File: src/common/csr_defines.svh
`ifndef CSR_DEFINES_SVH
`define CSR_DEFINES_SVH

// datapath widths
`define CSR_XLEN            32
`define CSR_ADDR_W          12

// machine csr map
`define CSR_A_MSTATUS       12'h300
`define CSR_A_MISA          12'h301
`define CSR_A_MIE           12'h304
`define CSR_A_MTVEC         12'h305
`define CSR_A_MSCRATCH      12'h340
`define CSR_A_MEPC          12'h341
`define CSR_A_MCAUSE        12'h342
`define CSR_A_MTVAL         12'h343
`define CSR_A_MIP           12'h344
`define CSR_A_VENDOR        12'hf11
`define CSR_A_ARCH          12'hf12
`define CSR_A_IMPL          12'hf13
`define CSR_A_HART          12'hf14

// writable bits: mie(3), mpie(7), mpp(12:11)
`define CSR_MSTATUS_MASK    32'h0000_1888
// msi(3), mti(7), mei(11)
`define CSR_IRQ_MASK        12'h888

// mtvec after reset, direct mode
`define CSR_RESET_VECTOR    32'h0000_0100

// read-only id words
`define CSR_VENDOR_ID       32'h0000_0000
`define CSR_ARCH_ID         32'h0000_0000
`define CSR_IMPL_ID         32'h0000_0001
`define CSR_HART_ID         32'h0000_0000

`endif

File: src/common/csr_pkg.sv
`default_nettype none

`include "csr_defines.svh"

package csr_pkg;

    // privilege modes, encoded as in the mpp field
    typedef enum logic [1:0] {
        MODE_USER    = 2'd0,
        MODE_MACHINE = 2'd3
    } mode_e;

    // csr address, raw or split into its access fields
    typedef union packed {
        logic [`CSR_ADDR_W-1:0] raw;
        struct packed {
            logic [1:0] rw;
            logic [1:0] priv;
            logic [7:0] index;
        } f;
    } csr_addr_u;

    // --------------------------------------------------
    // interrupt causes, bit 31 marks an interrupt
    // --------------------------------------------------
    localparam logic [`CSR_XLEN-1:0] IRQ_CAUSE_MSI = 32'h8000_0003;
    localparam logic [`CSR_XLEN-1:0] IRQ_CAUSE_MTI = 32'h8000_0007;
    localparam logic [`CSR_XLEN-1:0] IRQ_CAUSE_MEI = 32'h8000_000b;

    // exception causes
    localparam logic [`CSR_XLEN-1:0] EXC_INS_MISALIGNED   = 32'd0;
    localparam logic [`CSR_XLEN-1:0] EXC_INS_FAULT        = 32'd1;
    localparam logic [`CSR_XLEN-1:0] EXC_ILLEGAL          = 32'd2;
    localparam logic [`CSR_XLEN-1:0] EXC_LOAD_MISALIGNED  = 32'd4;
    localparam logic [`CSR_XLEN-1:0] EXC_STORE_MISALIGNED = 32'd6;
    localparam logic [`CSR_XLEN-1:0] EXC_ECALL_U          = 32'd8;
    localparam logic [`CSR_XLEN-1:0] EXC_ECALL_M          = 32'd11;

endpackage

`default_nettype wire

File: src/common/csr_if.sv
`timescale 1ns/1ps
`default_nettype none

`include "csr_defines.svh"

// architectural state as seen by the rest of the block
interface csr_state_if;
    csr_pkg::mode_e      mode;
    logic [`CSR_XLEN-1:0] mstatus;
    logic [11:0]          mie;
    logic [11:0]          mip_sw;
    logic [`CSR_XLEN-1:0] mtvec;
    logic [`CSR_XLEN-1:0] mscratch;
    logic [`CSR_XLEN-1:0] mepc;
    logic [`CSR_XLEN-1:0] mcause;
    logic [`CSR_XLEN-1:0] mtval;

    modport owner  (output mode, mstatus, mie, mip_sw, mtvec, mscratch, mepc, mcause, mtval);
    modport reader (input  mode, mstatus, mie, mip_sw, mtvec, mscratch, mepc, mcause, mtval);
endinterface

// trap entry / return request into the register file
interface trap_update_if;
    logic                 take;
    logic                 ret;
    logic [`CSR_XLEN-1:0] cause;
    logic [`CSR_XLEN-1:0] value;
    logic [`CSR_XLEN-1:0] pc;

    modport source (output take, ret, cause, value, pc);
    modport sink   (input  take, ret, cause, value, pc);
endinterface

`default_nettype wire

File: src/hdl/irq_unit.sv
`timescale 1ns/1ps
`default_nettype none

`include "csr_defines.svh"

module irq_unit (
    input  wire                  irq_extern_i,
    input  wire                  irq_softw_i,
    input  wire                  irq_timer_i,
    csr_state_if.reader          state_i,
    output logic [11:0]          raw_irq_o,
    output logic                 irq_pending_o,
    output logic [`CSR_XLEN-1:0] irq_cause_o
);

    logic [11:0] irqv;
    logic        global_en;

    // lines sit at their mip positions
    assign raw_irq_o = {irq_extern_i, 3'b000, irq_timer_i, 3'b000, irq_softw_i, 3'b000};

    assign irqv = (raw_irq_o | state_i.mip_sw) & state_i.mie & `CSR_IRQ_MASK;

    // user mode is always interruptible by machine-level lines
    assign global_en = (state_i.mode == csr_pkg::MODE_USER) | state_i.mstatus[3];

    assign irq_pending_o = global_en & (|irqv);

    // --------------------------------------------------
    // cause encoder, external > software > timer
    // --------------------------------------------------
    always_comb begin
        if (irqv[11]) begin
            irq_cause_o = csr_pkg::IRQ_CAUSE_MEI;
        end else if (irqv[3]) begin
            irq_cause_o = csr_pkg::IRQ_CAUSE_MSI;
        end else begin
            irq_cause_o = csr_pkg::IRQ_CAUSE_MTI;
        end
    end

endmodule

`default_nettype wire

File: src/trap/trap_ctrl.sv
`timescale 1ns/1ps
`default_nettype none

`include "csr_defines.svh"

module trap_ctrl (
    input  wire                  ex_valid_i,
    input  wire                  excp_ferr_i,
    input  wire                  excp_uerr_i,
    input  wire                  excp_maif_i,
    input  wire                  excp_mala_i,
    input  wire                  excp_masa_i,
    input  wire                  excp_ilgl_i,
    input  wire                  excp_ecall_i,
    input  wire [`CSR_XLEN-1:0]  excp_pc_i,
    input  wire [`CSR_XLEN-1:0]  excp_ins_i,
    input  wire                  trap_rtn_i,
    input  wire                  irq_pending_i,
    input  wire [`CSR_XLEN-1:0]  irq_cause_i,
    csr_state_if.reader          state_i,
    output logic                 jump_to_trap_o,
    output logic [`CSR_XLEN-1:0] trap_cause_o,
    output logic [`CSR_XLEN-1:0] trap_entry_addr_o,
    output logic [`CSR_XLEN-1:0] trap_rtn_addr_o,
    trap_update_if.source        upd_o
);

    logic                 excp_any;
    logic [`CSR_XLEN-1:0] ecause;
    logic [`CSR_XLEN-1:0] evalue;
    logic [`CSR_XLEN-1:0] tvec_base;

    assign excp_any = excp_ferr_i | excp_uerr_i | excp_ilgl_i | excp_maif_i |
                      excp_mala_i | excp_masa_i | excp_ecall_i;

    // --------------------------------------------------
    // exception cause and trap value
    // --------------------------------------------------
    always_comb begin
        evalue = '0;
        if (excp_ferr_i) begin
            ecause = csr_pkg::EXC_INS_FAULT;
        end else if (excp_uerr_i | excp_ilgl_i) begin
            ecause = csr_pkg::EXC_ILLEGAL;
            evalue = excp_ins_i;
        end else if (excp_maif_i) begin
            ecause = csr_pkg::EXC_INS_MISALIGNED;
            evalue = excp_pc_i;
        end else if (excp_mala_i) begin
            ecause = csr_pkg::EXC_LOAD_MISALIGNED;
            evalue = excp_pc_i;
        end else if (excp_masa_i) begin
            ecause = csr_pkg::EXC_STORE_MISALIGNED;
            evalue = excp_pc_i;
        end else if (state_i.mode == csr_pkg::MODE_USER) begin
            ecause = csr_pkg::EXC_ECALL_U;
        end else begin
            ecause = csr_pkg::EXC_ECALL_M;
        end
    end

    // interrupts win over any exception
    assign jump_to_trap_o = ex_valid_i & (irq_pending_i | excp_any);
    assign trap_cause_o   = irq_pending_i ? irq_cause_i : ecause;

    // vectored mode offsets interrupts by 4 * cause code
    assign tvec_base = {state_i.mtvec[`CSR_XLEN-1:2], 2'b00};
    assign trap_entry_addr_o = (irq_pending_i & state_i.mtvec[0]) ?
                               tvec_base + {irq_cause_i[`CSR_XLEN-3:0], 2'b00} : tvec_base;

    assign trap_rtn_addr_o = state_i.mepc;

    assign upd_o.take  = jump_to_trap_o;
    assign upd_o.ret   = trap_rtn_i & ~jump_to_trap_o;
    assign upd_o.cause = trap_cause_o;
    assign upd_o.value = irq_pending_i ? '0 : evalue;
    assign upd_o.pc    = excp_pc_i;

endmodule

`default_nettype wire

File: src/hdl/csr_access.sv
`timescale 1ns/1ps
`default_nettype none

`include "csr_defines.svh"

module csr_access (
    input  wire                   clk_i,
    input  wire                   resetb_i,
    input  wire                   exs_en_i,
    input  wire                   access_i,
    input  wire [`CSR_ADDR_W-1:0] addr_i,
    input  wire [11:0]            raw_irq_i,
    csr_state_if.reader           state_i,
    output logic [`CSR_XLEN-1:0]  rd_data_o,
    output logic                  bad_csr_addr_o,
    output logic                  readonly_csr_o,
    output logic                  priv_too_low_o
);

    logic [`CSR_XLEN-1:0] rd_data;
    logic                 rd_bad;
    csr_pkg::csr_addr_u   addr_q;

    // --------------------------------------------------
    // read decode
    // --------------------------------------------------
    always_comb begin
        rd_data = '0;
        rd_bad  = 1'b0;
        case (addr_i)
            `CSR_A_MSTATUS  : rd_data = state_i.mstatus & `CSR_MSTATUS_MASK;
            `CSR_A_MISA     : rd_data = '0;
            `CSR_A_MIE      : rd_data = {20'b0, state_i.mie & `CSR_IRQ_MASK};
            `CSR_A_MTVEC    : rd_data = state_i.mtvec;
            `CSR_A_MSCRATCH : rd_data = state_i.mscratch;
            `CSR_A_MEPC     : rd_data = state_i.mepc;
            `CSR_A_MCAUSE   : rd_data = state_i.mcause;
            `CSR_A_MTVAL    : rd_data = state_i.mtval;
            `CSR_A_MIP      : rd_data = {20'b0, (state_i.mip_sw | raw_irq_i) & `CSR_IRQ_MASK};
            `CSR_A_VENDOR   : rd_data = `CSR_VENDOR_ID;
            `CSR_A_ARCH     : rd_data = `CSR_ARCH_ID;
            `CSR_A_IMPL     : rd_data = `CSR_IMPL_ID;
            `CSR_A_HART     : rd_data = `CSR_HART_ID;
            default         : rd_bad  = 1'b1;
        endcase
    end

    always_ff @(posedge clk_i or negedge resetb_i) begin
        if (!resetb_i) begin
            rd_data_o      <= '0;
            bad_csr_addr_o <= 1'b0;
            addr_q         <= '0;
        end else if (exs_en_i & access_i) begin
            rd_data_o      <= rd_data;
            bad_csr_addr_o <= rd_bad;
            addr_q.raw     <= addr_i;
        end
    end

    // access checks on the registered address
    assign readonly_csr_o = (addr_q.f.rw == 2'b11);
    assign priv_too_low_o = (addr_q.f.priv > state_i.mode);

endmodule

`default_nettype wire

File: src/regfile/csr_regfile.sv
`timescale 1ns/1ps
`default_nettype none

`include "csr_defines.svh"

module csr_regfile (
    input  wire                   clk_i,
    input  wire                   resetb_i,
    input  wire                   exs_en_i,
    input  wire                   wr_i,
    input  wire [`CSR_ADDR_W-1:0] wr_addr_i,
    input  wire [`CSR_XLEN-1:0]   wr_data_i,
    trap_update_if.sink           upd_i,
    csr_state_if.owner            state_o
);

    // mstatus field positions
    localparam int MIE_BIT  = 3;
    localparam int MPIE_BIT = 7;

    csr_pkg::mode_e       mode_q;
    logic [`CSR_XLEN-1:0] mstatus_q;
    logic [11:0]          mie_q;
    logic [11:0]          mip_sw_q;
    logic [`CSR_XLEN-1:0] mtvec_q;
    logic [`CSR_XLEN-1:0] mscratch_q;
    logic [`CSR_XLEN-1:0] mepc_q;
    logic [`CSR_XLEN-1:0] mcause_q;
    logic [`CSR_XLEN-1:0] mtval_q;
    logic                 sw_wr;

    // software write only when no trap or mret claims the port
    assign sw_wr = wr_i & ~upd_i.take & ~upd_i.ret;

    // --------------------------------------------------
    // mode and control registers
    // --------------------------------------------------
    always_ff @(posedge clk_i or negedge resetb_i) begin
        if (!resetb_i) begin
            mode_q    <= csr_pkg::MODE_MACHINE;
            mstatus_q <= '0;
            mie_q     <= '0;
            mip_sw_q  <= '0;
            mtvec_q   <= `CSR_RESET_VECTOR;
        end else if (exs_en_i) begin
            if (upd_i.take) begin
                mstatus_q[12:11]    <= mode_q;
                mstatus_q[MPIE_BIT] <= mstatus_q[MIE_BIT];
                mstatus_q[MIE_BIT]  <= 1'b0;
                mode_q              <= csr_pkg::MODE_MACHINE;
            end else if (upd_i.ret) begin
                mode_q              <= csr_pkg::mode_e'(mstatus_q[12:11]);
                mstatus_q[MIE_BIT]  <= mstatus_q[MPIE_BIT];
                mstatus_q[MPIE_BIT] <= 1'b1;
                mstatus_q[12:11]    <= csr_pkg::MODE_USER;
            end else if (sw_wr) begin
                case (wr_addr_i)
                    `CSR_A_MSTATUS : mstatus_q <= wr_data_i & `CSR_MSTATUS_MASK;
                    `CSR_A_MIE     : mie_q     <= wr_data_i[11:0] & `CSR_IRQ_MASK;
                    `CSR_A_MIP     : mip_sw_q  <= wr_data_i[11:0] & `CSR_IRQ_MASK;
                    // mode values >= 2 are reserved
                    `CSR_A_MTVEC   : mtvec_q   <= wr_data_i & ~`CSR_XLEN'('h2);
                    default        : ;
                endcase
            end
        end
    end

    // trap bookkeeping and scratch
    always_ff @(posedge clk_i) begin
        if (exs_en_i) begin
            if (upd_i.take) begin
                mepc_q   <= {upd_i.pc[`CSR_XLEN-1:2], 2'b00};
                mcause_q <= upd_i.cause;
                mtval_q  <= upd_i.value;
            end else if (sw_wr) begin
                case (wr_addr_i)
                    `CSR_A_MSCRATCH : mscratch_q <= wr_data_i;
                    `CSR_A_MEPC     : mepc_q     <= wr_data_i;
                    `CSR_A_MCAUSE   : mcause_q   <= wr_data_i;
                    `CSR_A_MTVAL    : mtval_q    <= wr_data_i;
                    default         : ;
                endcase
            end
        end
    end

    assign state_o.mode     = mode_q;
    assign state_o.mstatus  = mstatus_q;
    assign state_o.mie      = mie_q;
    assign state_o.mip_sw   = mip_sw_q;
    assign state_o.mtvec    = mtvec_q;
    assign state_o.mscratch = mscratch_q;
    assign state_o.mepc     = mepc_q;
    assign state_o.mcause   = mcause_q;
    assign state_o.mtval    = mtval_q;

endmodule

`default_nettype wire

File: src/hdl/csr_top.sv
`timescale 1ns/1ps
`default_nettype none

`include "csr_defines.svh"

module csr_top (
    input  wire                   clk_i,
    input  wire                   resetb_i,
    input  wire                   exs_en_i,
    // csr read port
    input  wire                   access_i,
    input  wire [`CSR_ADDR_W-1:0] addr_i,
    output logic                  bad_csr_addr_o,
    output logic                  readonly_csr_o,
    output logic                  priv_too_low_o,
    output logic [`CSR_XLEN-1:0]  rd_data_o,
    // csr write port
    input  wire                   wr_i,
    input  wire [`CSR_ADDR_W-1:0] wr_addr_i,
    input  wire [`CSR_XLEN-1:0]   wr_data_i,
    // exceptions and interrupts
    input  wire                   ex_valid_i,
    input  wire                   irq_extern_i,
    input  wire                   irq_softw_i,
    input  wire                   irq_timer_i,
    input  wire                   excp_ferr_i,
    input  wire                   excp_uerr_i,
    input  wire                   excp_maif_i,
    input  wire                   excp_mala_i,
    input  wire                   excp_masa_i,
    input  wire                   excp_ilgl_i,
    input  wire                   excp_ecall_i,
    input  wire [`CSR_XLEN-1:0]   excp_pc_i,
    input  wire [`CSR_XLEN-1:0]   excp_ins_i,
    input  wire                   trap_rtn_i,
    // trap control
    output logic                  interrupt_o,
    output logic                  jump_to_trap_o,
    output logic [`CSR_XLEN-1:0]  trap_entry_addr_o,
    output logic [`CSR_XLEN-1:0]  trap_rtn_addr_o,
    output logic [1:0]            mode_o,
    output logic [`CSR_XLEN-1:0]  trap_cause_o
);

    logic [11:0]          raw_irq;
    logic                 irq_pending;
    logic [`CSR_XLEN-1:0] irq_cause;

    csr_state_if   state_if ();
    trap_update_if upd_if ();

    assign mode_o      = state_if.mode;
    assign interrupt_o = irq_pending;

    irq_unit irq_unit_i (
        .irq_extern_i (irq_extern_i),
        .irq_softw_i  (irq_softw_i),
        .irq_timer_i  (irq_timer_i),
        .state_i      (state_if.reader),
        .raw_irq_o    (raw_irq),
        .irq_pending_o(irq_pending),
        .irq_cause_o  (irq_cause)
    );

    trap_ctrl trap_ctrl_i (
        .ex_valid_i       (ex_valid_i),
        .excp_ferr_i      (excp_ferr_i),
        .excp_uerr_i      (excp_uerr_i),
        .excp_maif_i      (excp_maif_i),
        .excp_mala_i      (excp_mala_i),
        .excp_masa_i      (excp_masa_i),
        .excp_ilgl_i      (excp_ilgl_i),
        .excp_ecall_i     (excp_ecall_i),
        .excp_pc_i        (excp_pc_i),
        .excp_ins_i       (excp_ins_i),
        .trap_rtn_i       (trap_rtn_i),
        .irq_pending_i    (irq_pending),
        .irq_cause_i      (irq_cause),
        .state_i          (state_if.reader),
        .jump_to_trap_o   (jump_to_trap_o),
        .trap_cause_o     (trap_cause_o),
        .trap_entry_addr_o(trap_entry_addr_o),
        .trap_rtn_addr_o  (trap_rtn_addr_o),
        .upd_o            (upd_if.source)
    );

    csr_access csr_access_i (
        .clk_i         (clk_i),
        .resetb_i      (resetb_i),
        .exs_en_i      (exs_en_i),
        .access_i      (access_i),
        .addr_i        (addr_i),
        .raw_irq_i     (raw_irq),
        .state_i       (state_if.reader),
        .rd_data_o     (rd_data_o),
        .bad_csr_addr_o(bad_csr_addr_o),
        .readonly_csr_o(readonly_csr_o),
        .priv_too_low_o(priv_too_low_o)
    );

    csr_regfile csr_regfile_i (
        .clk_i    (clk_i),
        .resetb_i (resetb_i),
        .exs_en_i (exs_en_i),
        .wr_i     (wr_i),
        .wr_addr_i(wr_addr_i),
        .wr_data_i(wr_data_i),
        .upd_i    (upd_if.sink),
        .state_o  (state_if.owner)
    );

endmodule

`default_nettype wire

File: config.mk
export PLATFORM = sky130hd
export DESIGN_NAME = csr_top
export DESIGN_NICKNAME = d
export VERILOG_FILES = /design/src/common/csr_pkg.sv /design/src/common/csr_if.sv /design/src/hdl/irq_unit.sv /design/src/trap/trap_ctrl.sv /design/src/hdl/csr_access.sv /design/src/regfile/csr_regfile.sv /design/src/hdl/csr_top.sv
export VERILOG_INCLUDE_DIRS = /design/src /design/src/common
export SDC_FILE = /design/constraint.sdc
export NUM_CORES = 1
export LEC_CHECK = 0
export BUFFER_PORTS_ARGS = -buffer_cell sky130_fd_sc_hd__buf_2
export CORE_MARGIN = 2
export CORE_UTILIZATION = 59
export CTS_BUF_LIST = sky130_fd_sc_hd__clkbuf_8
export DETAILED_ROUTE_END_ITERATION = 16
export GPL_TIMING_DRIVEN = 0
export PLACE_DENSITY = 0.92
export SYNTH_ARGS = -nofsm -noshare
export SYNTH_HDL_FRONTEND = slang
export SYNTH_SLANG_ARGS = --single-unit
File: constraint.sdc
create_clock -name clk_i -period 5.41 [get_ports clk_i]
set_clock_uncertainty 0.15 [all_clocks]
set_input_delay 0.541 -clock clk_i [delete_from_list [all_inputs] [get_ports clk_i]]
set_output_delay 0.541 -clock clk_i [all_outputs]
set_load 0.02 [all_outputs]
### Word-level counts from Yosys, hierarchy flattened

Index checks and enable logic that the tools add are counted.

* register bits: 216
* input bits: 137
* output and inout port bits: 135
* word-level logic and storage cells: 113

* $add $sub $neg: 1
* $lt $le $gt $ge: 1
* equal/unequal tests: 22
* mux-type cells: 37
* bitwise gates (word level): 20
* reductions and logical operators: 19

Operator list (count)
* 2-to-1 mux 32 bit: 22
* case mux 32 bit (9 select lines): 1
* == test 12 x 10 -> 1 bit (second input constant): 17
* == test 12 bit (second input constant): 4
* adder 32 x 6 -> 32 bit: 1
* 2-to-1 mux 13 bit: 2
* AND reduction 5 bit: 3
* OR reduction 13 bit: 1
* bitwise AND 12 bit: 1
* bitwise OR 12 bit: 1
* AND reduction 3 bit: 4
* 2-to-1 mux 2 bit: 5
* nonzero test 2 bit: 5
* bitwise OR 1 bit: 9
* bitwise AND 1 bit: 7
* nonzero test 3 bit: 2
* 2-to-1 mux 1 bit: 5
* 2-to-1 mux 4 bit: 1
* AND reduction 4 bit: 1
* 2-to-1 mux 3 bit: 1
* OR reduction 3 bit: 1
* == test 2 bit (second input constant): 1
* > comparator 2 bit: 1
* zero test 2 bit: 1
* other kinds (2): 3

### Logic depth before layout (Yosys ltp)

Gate-level depths: netlist of the first run.

* word-level depth: 15
* gate-level depth with buffers: 8
* gate-level depth less buffers: 8

### Hierarchy

From an unflattened synthesis of the first run, not the netlist that was laid out.

* cells, all modules: 1467
* area, all modules: 14064.7 µm²

Modules (own cells, without submodules)
* csr_regfile: times used 1, cells an instance 542, area each 7154.4 µm², seq. area each 4923.5 µm²
* trap_ctrl: times used 1, cells an instance 547, area each 3398.3 µm², seq. area each 0.0 µm²
* csr_access: times used 1, cells an instance 327, area each 3148.0 µm², seq. area each 925.9 µm²
* irq_unit: times used 1, cells an instance 51, area each 364.1 µm², seq. area each 0.0 µm²

### Least setup slack after synthesis of the first run

No wires, ideal clock.

* path kind: in2reg
* start point: input port irq_timer_i
* end point: register csr_regfile_i.mscratch_q[0] (netlist: csr_regfile_i.state_o.mscratch[0]), enable pin
* library setup time: 0.421 ns
* arrival time: 3.302 ns
* required time: 4.839 ns
* path slack: 1.537 ns
* cell stages on the path: 7
* buffers on the path: 2
* cell sequence: o21ai_0 -> a31oi_1 -> o21ai_2 -> buf_2 -> buf_2 -> nand2_1 -> nor2_1

* cells in the longest elaborated chain, start to end: 11
* elaborated cells between the ends (all ways): 12
* classes of those cells: 10 x bitwise; 2 x reduce/logical

RTL lines
* start: declaration: line csr_top.sv:25 `input wire irq_timer_i,`
* bitwise OR 12 bit *: line irq_unit.sv:22 `` assign irqv = (raw_irq_o | state_i.mip_sw) & state_i.mie & `CSR_IRQ_MASK; ``
* bitwise AND 12 bit *: line irq_unit.sv:22
* OR reduction 3 bit *: line irq_unit.sv:27 `assign irq_pending_o = global_en & (|irqv);`
* bitwise AND 1 bit *: line irq_unit.sv:27
* via interrupt_o: line csr_top.sv:37 `output logic interrupt_o,`
* bitwise OR 1 bit *: line trap_ctrl.sv:63 `assign jump_to_trap_o = ex_valid_i & (irq_pending_i | excp_any);`
* bitwise AND 1 bit *: line trap_ctrl.sv:63
* NOT 1 bit (no line) *
* bitwise AND 1 bit: line trap_ctrl.sv:74 `assign upd_o.ret = trap_rtn_i & ~jump_to_trap_o;`
* NOT 1 bit (no line)
* bitwise AND 1 bit: line csr_regfile.sv:33 `assign sw_wr = wr_i & ~upd_i.take & ~upd_i.ret;`
* AND reduction 4 bit (no line) *
* end signal: assignment: line csr_regfile.sv:78 `` `CSR_A_MSCRATCH : mscratch_q <= wr_data_i; ``
* end: declaration: line csr_regfile.sv:26 `` logic [`CSR_XLEN-1:0] mscratch_q; ``

Mark *: on every way through the listed nets, which the timed path passes. The rest lies on a longest branch.
A chain may end at the register's enable or synchronous reset.

### Final worst setup path of the first run

* start point: register csr_regfile_i.mip_sw_q[11] (netlist: csr_regfile_i.state_o.mip_sw[11])
* end point: output port trap_entry_addr_o[8]

* cells in the longest elaborated chain, start to end: 6
* elaborated cells between the ends (all ways): 8
* classes of those cells: 1 x add/sub; 2 x mux; 4 x bitwise; 1 x reduce/logical

RTL lines
* start: declaration: line csr_regfile.sv:24 `logic [11:0] mip_sw_q;`
* start signal: assignment: line csr_regfile.sv:60 `` `CSR_A_MIP : mip_sw_q <= wr_data_i[11:0] & `CSR_IRQ_MASK; ``
* bitwise OR 12 bit *: line irq_unit.sv:22
* bitwise AND 12 bit *: line irq_unit.sv:22
* parallel branches: the longest is 3 deep, another holds adder 32 x 6 -> 32 bit
* 2-to-1 mux 32 bit *: line trap_ctrl.sv:68 `assign trap_entry_addr_o = (irq_pending_i & state_i.mtvec[0]) ?`
* end: declaration: line csr_top.sv:39 `` output logic [`CSR_XLEN-1:0] trap_entry_addr_o, ``

Every way passes the cells marked *.

==> results.md, run 1 <==
- Final WL: 31800 um
- ANT nets after route: 0
- Vias in the first global route: 8633
- CTS tree: yes
- Clock Power Share: between 30% and 40%
- Area leader, netlist: edfxtp_1
- Most frequent cell after synthesis: nand2_1
- DR WL/cell: 21.9 um
- Slew @ Worst Pin: 1.05 ns
- Die area: 0.0188 mm2
- Critical path launch point type: flop
- Share of the synthesized area in the top cell type: 36.7%
- Ratio of cells with drive above 1 in the final layout: 35.1%
- WP data arrival: 3.38 ns
- Switching pwr: slightly below 1 mW
- Register area share after synthesis: around 56%
- Sink Count: 208
- Pleak: ~5.9 nW
- Worst EP required: 4.72 ns
- Hold slack: 0.0816 ns
- GRT overflow: 0
- WS Path Type: flop to primary output
- Yosys synthesis warning count: 0
- Compound-Gate Fraction of Synth Area: 8.85%
- Hold Path Class: input pin to flop
- Fill count: 1153
- Starting Density: 60.4%
- Gate power share: 14.1%
- Area Growth Syn to Fin: 22.9%
- Port Buf Inserts: 239
- # IOs: 272
- Crit-path max FO: 6
- Setup repair bufs after CTS: 0
- Int Pwr: 2.70 mW
- Mux contribution to synthesized area: a little over an eighth
- Gpl congestion: 0.975
- Setup repair after global routing missed its margin: no
- Final period utilization: 75.3%
- Clk buf depth: 3
- Yosys reg bits: 208
- CTS clk-pin slew, worst paths: around 0.06 ns
- First-pass GRT wire length: around 47000 um
- Status: finished, final reports clean
- DRC: 0
- Mapped Area: 0.0105 mm2
- Power Total: 3.69 mW
- DR pass1 iterations: 5
- Number of antenna violations at the first check in global routing: 0
- Post-synth EDFFs: roughly 130
- Primary FF master, synth: edfxtp_1
- Max-Cap Viols: 0
- Final worst slack: 1.34 ns
- Dpl cell area: 0.0122 mm2
- Worst-Skew Late Latency: 0.52 ns
- Die W: 137 um
- Setup violators final: 0
- Mapped Avg Cell Area: 11.7 um2
- Fmax: 246 MHz
- DP HPWL: ~23000 um
- Worst vdd ir: 0.282 mV
- DR vias: 8776
- Sw Share: 26.8%
- Drt via density: around 6.0
- Main combinational cell family by area after synthesis: multiplexers
- XOR/XNOR share of the synthesized area: 2.42%
- Cells after Synth: approximately 900
- Synth area leaders: edfxtp_1 (37%), dfrtp_1 (18%), mux4_2 (5.8%)
- Max Slew Vio Count: 0
- Post-Synth Adder-Cell Area: less than 1%
- Ys async rst share: ~38%
- Rel. slew slack: 29.8%
- Most instantiated cells after synthesis: nand2_1 (130), edfxtp_1 (128), dfrtp_1 (77)
- H-tree Lvls: 2
- Post-synth cell types: 67
- Final hold vios: 0
- Tmin final: just over 4 ns
- Nets: 1345
- Die H: 137 um
- Largest net degree at the start of global routing: between 50 and 60
- Iter 0 DRT Violations: 815
- Post-placement setup slack: 1.69 ns
- Final instance area: roughly 0.013 mm2
- Simple-gate share of the synthesized area: 12.7%
- Worst Setup End Kind: primary output
- Total Routing Usage GR: 33.9%
- Root Driver: clkbuf_8
- Flop pwr share: 49.8%
- Rows: 48
- Core Area: about 0.017 mm2
- Pwr per Cell Area: between 200 and 300 mW/mm2
- CTS Buf Count: 34
-- worst max-delay path, cell delays in order, from the launching register on --
cell and delay [ns]:
dfrtp_1 0.39, o21ai_1 0.35, and2_1 0.23, ha_1 0.21, nor2b_1 0.14, o21ai_0 0.12, a21oi_1 0.63, and3_1 0.26
xor2_1 0.30, buf_2 0.23
-- state kept, by name, summed over array words and instances, names as in the netlist --
signal and count:
csr_access_i.rd_data_o 32, csr_regfile_i.state_o.mcause 32, csr_regfile_i.state_o.mepc 32, csr_regfile_i.state_o.mscratch 32, csr_regfile_i.state_o.mtval 32, csr_regfile_i.state_o.mtvec 31, csr_access_i.addr_q 4, csr_regfile_i.state_o.mstatus 4
csr_regfile_i.state_o.mie 3, csr_regfile_i.state_o.mip_sw 3, csr_regfile_i.state_o.mode 2, csr_access_i.bad_csr_addr_o 1
-- cell families after synthesis --
family,Yosys count
flops,208
simple gates,289
fa+ha+maj,5
mux,104
buf+inv,123
other cells,1
xor+xnor,29
compound gates,135
-- final timing paths --
kind / cells past startpoint / slack (ns) / endpoint / startpoint
setup / recovery: 9 / 1.34 / trap_entry_addr_o[8] / csr_regfile_i.state_o.mip_sw[11]
hold / removal: 1 / 0.08 / csr_regfile_i.state_o.mscratch[22] / wr_data_i[22]
setup reg to reg: 8 / 1.83 / csr_regfile_i.state_o.mscratch[21] / csr_regfile_i.state_o.mip_sw[7]
hold reg to reg: 2 / 0.32 / csr_access_i.addr_q[10] / csr_access_i.addr_q[10]
max in group asynchronous: 3 / 4.11 / csr_regfile_i.state_o.mtvec[8] / resetb_i
min in group asynchronous: 2 / 0.34 / csr_regfile_i.state_o.mstatus[11] / resetb_i
-- through the flow --
| step | instances | setup TNS [ns] | utilization [%] |
|---|---|---|---|
| final | 1452 | 0 | 74.2 |
| after global routing | 1451 | 0 | 74.1 |
| after CTS | 1451 | 0 | 74.1 |
| after detailed placement | 1391 | 0 | 70.3 |
| after global placement | 1386 | -1.53 | 69.5 |
| after floorplan | 922 | 0 | - |
-- cells in the final DEF (no fill, tap or decap), types with 8 or more instances in the layout --
master	synthesis	layout
buf_2	18	256
nand2_1	130	130
edfxtp_1	128	128
dfrtp_1	77	77
nor2_1	71	70
inv_1	46	58
o21ai_0	49	49
clkbuf_8	0	43
mux2_2	40	40
mux2i_1	37	37
buf_4	35	36
conb_1	1	29
mux4_2	27	27
a221oi_1	26	26
clkbuf_1	22	22
xnor2_1	21	21
nand3_1	18	18
nand4_1	12	12
a21oi_1	10	10
a31oi_1	8	8
xor2_1	8	8
-- metal layers --
metal	up-vias	track usage, %	share of wire (%)
li1	3830	-	-
met1	4145	43.1	35
met2	671	56.2	49
met3	130	6.92	11
met4	0	15.9	4.4
met5	-	0	0
-- power groups by stage --
stage / registers [mW] / clock network [mW] / logic [mW]
3_3_place_gp: 1.86 / 0 / 0.483
4_1_cts: 1.84 / 1.33 / 0.514
2_1_floorplan: 1.91 / 0 / 0.236
3_5_place_dp: 1.87 / 0 / 0.510
6_report: 1.84 / 1.33 / 0.519
5_1_grt: 1.84 / 1.40 / 0.556
-- repair_timing --
action                                 4_1_cts  5_1_grt
resized for setup                            0        0
endpoints found under the hold margin       26        0
hold buffers                                 1        0
-- area by class of cell --
| class | instances | area, um2 | area share (%) |
|---|---|---|---|
| well taps | 225 | 282 | 2.19 |
| plain buffers | 77 | 444 | 3.45 |
| inverters | 46 | 173 | 1.34 |
| clock buffers | 43 | 592 | 4.60 |
| multi-input cells | 591 | 4130 | 32.0 |
| flip-flops and latches | 208 | 5850 | 45.4 |
| repair buffers | 245 | 1340 | 10.4 |
| clock inverters | 16 | 66.3 | 0.515 |
| diodes | 1 | 2.50 | 0.0194 |
Note: power is estimated with default switching activity, not from simulation.
==> run 2, diff against run 1 <==
- CORE_UTILIZATION: 59 -> 50
- PLACE_DENSITY: 0.92 -> 0.83
- clock period: 5.41 -> 3.69 ns (I/O delays scaled with it)
==> results.md, run 2 (synthesis gave the netlist of run 1 again) <==
- DR vias: 8868
- CTS Buf Count: 34
- # IOs: between 200 and 300
- Worst-Skew Late Latency: 0.54 ns
- Die area: 0.0221 mm2
- Final worst slack: 0.117 ns
- Die W: approximately 150 um
- CTS tree: yes
- Status: finished, final reports clean
- Reg-to-reg endpoint: csr_regfile_i.state_o.mscratch[25]
- Slew @ Worst Pin: 1.02 ns
- Pleak: just over 6 nW
- Tmin final: 3.57 ns
- Register area: 0.00585 mm2
- Worst path cell trace: nand4_1 > or4_4 > buf_2 > nor3_4 > buf_4 > nand4_1 > xnor2_1 > buf_2
- Dpl cell area: 0.0122 mm2
- Fmax: 280 MHz
- FF-to-FF Start: csr_regfile_i.state_o.mip_sw[7]
- WS Path Type: flop to primary output
- Iter 0 DRT Violations: a little under 700
- Worst hold start: excp_pc_i[11]
- Total Routing Usage GR: 29.7%
- Hold path cells: 3
- Max-Cap Viols: 0
- Final hold vios: 0
- Top delay family on crit path: simple AND/OR/NAND/NOR gates
- Die H: 149 um
- GRT overflow: 0
- First-pass GRT wire length: 49200 um
- Worst vdd ir: about 0.25 mV
- Ratio of cells with drive above 1 in the final layout: 33.4%
- Hold path endpoint: csr_regfile_i.state_o.mepc[11]
- Crit-path max FO: 7
- Commonest non-fill, non-tap cell in the layout: buf_2
- Gpl congestion: 0.957
- Largest net degree at the start of global routing: 47
- Area Growth Syn to Fin: 29.1%
- Clock Power Share: 35.4%
- DR WL/cell: 21.0 um
- Sink Count: between 200 and 250
- DR pass1 iterations: 5
- WP data arrival: 3.05 ns
- Core Area: around 0.020 mm2
- Max Slew Vio Count: 0
- Starting Density: 51.3%
- Drt via density: 5.68
- Final WL: roughly 33000 um
- Hold Path Class: input pin to flop
- Vias in the first global route: ~9000
- Rows: 52
- Buf/Inv on CP: 3
- Int Pwr: 3.95 mW
- Setup violators final: 0
- DP HPWL: 23200 um
- ANT nets after route: 0
- Clk buf depth: 3
- Setup repair after global routing missed its margin: no
- Worst Setup End Kind: primary output
- Port Buf Inserts: 239
- H-tree Lvls: 2
- Pwr per Cell Area: 401 mW/mm2
- Worst Reg2Reg Path Length in Cells: 8
- Most frequent cells in the layout: buf_2 (256), nand2_1 (130), edfxtp_1 (128)
- Root Driver: clkbuf_8
- Sw Share: 27.2%
- Final instance area: between 0.01 and 0.015 mm2
- Power Total: ~5.4 mW
- Switching pwr: about 1.5 mW
- Flop pwr share: 49.7%
- Critical path launch point type: flop
- Worst path slowest cell: or4_4
- Final period utilization: 96.8%
- Number of antenna violations at the first check in global routing: 1
- Post-placement setup slack: 0.136 ns
- Gate power share: around 15%
- DRC: 0
- Nets: between 1000 and 1500
- Multi-input logic area: 0.00414 mm2
- Fill count: 1541
- Rel. slew slack: about a third
- Worst EP required: approximately 3.2 ns
- R2r setup slk: approximately 0.2 ns
- CTS clk-pin slew, worst paths: 0.06 ns
- Worst path max stage delay: between 0.6 and 0.7 ns
[run 2: worst reg2reg max path: stages, from the launching register on]
cell	delay (ns)
dfrtp_1	0.38
o21ai_0	0.34
a31oi_1	0.33
o21ai_2	0.36
buf_2	0.34
buf_2	0.38
nand2_1	0.15
nor2_4	0.50
buf_16	0.25
[run 2: layout make-up]
type                            count  area share (%)
Antenna cell                        1          0.0185
Timing Repair Buffer              308            14.4
Buffer                             77            3.28
Clock buffer                       37            3.76
Clock inverter                     24           0.906
Sequential cell                   208            43.2
Inverter                           46            1.28
Tap cell                          270            2.50
Multi-Input combinational cell    591            30.6
[run 2: metrics by stage]
step	hold slack (ns)	setup TNS, ns	util (%)	cells
4_1_cts	0.000203	0	66.1	1559
5_1_grt	0.00517	0	66.2	1562
3_5_place_dp	0.220	0	59.9	1436
6_report	0.0118	0	66.2	1562
3_3_place_gp	0.302	-43.04	59.3	1431
2_1_floorplan	-0.0766	0	-	922
[run 2: worst max-delay path by stage]
stage,slack (ns),cells after the start,to,start
6_report,0.12,8,trap_entry_addr_o[25],csr_regfile_i.state_o.mtvec[8]
3_5_place_dp,0.14,9,csr_regfile_i.state_o.mscratch[19],irq_extern_i
2_1_floorplan,0.51,7,csr_regfile_i.state_o.mscratch[0],irq_timer_i
5_1_grt,0.005,8,trap_entry_addr_o[21],csr_regfile_i.state_o.mtvec[8]
4_1_cts,0.05,7,trap_entry_addr_o[31],csr_regfile_i.state_o.mtvec[8]
3_3_place_gp,-0.78,8,csr_regfile_i.state_o.mscratch[23],irq_extern_i
[run 2: timing repair]
item / in CTS / in global routing
buffers inserted: 0 / 2
pin swaps: 0 / 1
setup endpoints to repair: 3 / 13
gates resized for setup: 2 / 3
hold buffers: 62 / 0
endpoints found under the hold margin: 124 / 0
[run 2: power by group through the flow]
stage | clock, mW | combinational [mW] | sequential, mW
2_1_floorplan | 0 | 0.346 | 2.81
3_3_place_gp | 0 | 0.717 | 2.73
3_5_place_dp | 0 | 0.746 | 2.74
4_1_cts | 1.92 | 0.798 | 2.69
5_1_grt | 2.03 | 0.871 | 2.71
6_report | 1.92 | 0.809 | 2.69
[run 2: layer usage]
metal | share of wire [%] | vias to the layer above | GRT usage (%) | wire length (um)
li1 | - | 3955 | - | -
met1 | 37 | 4286 | 38.3 | 12300
met2 | 48 | 529 | 48.6 | 15800
met3 | 10 | 98 | 6.64 | 3360
met4 | 4.2 | 0 | 13.3 | 1370
met5 | 0 | - | 0 | 0
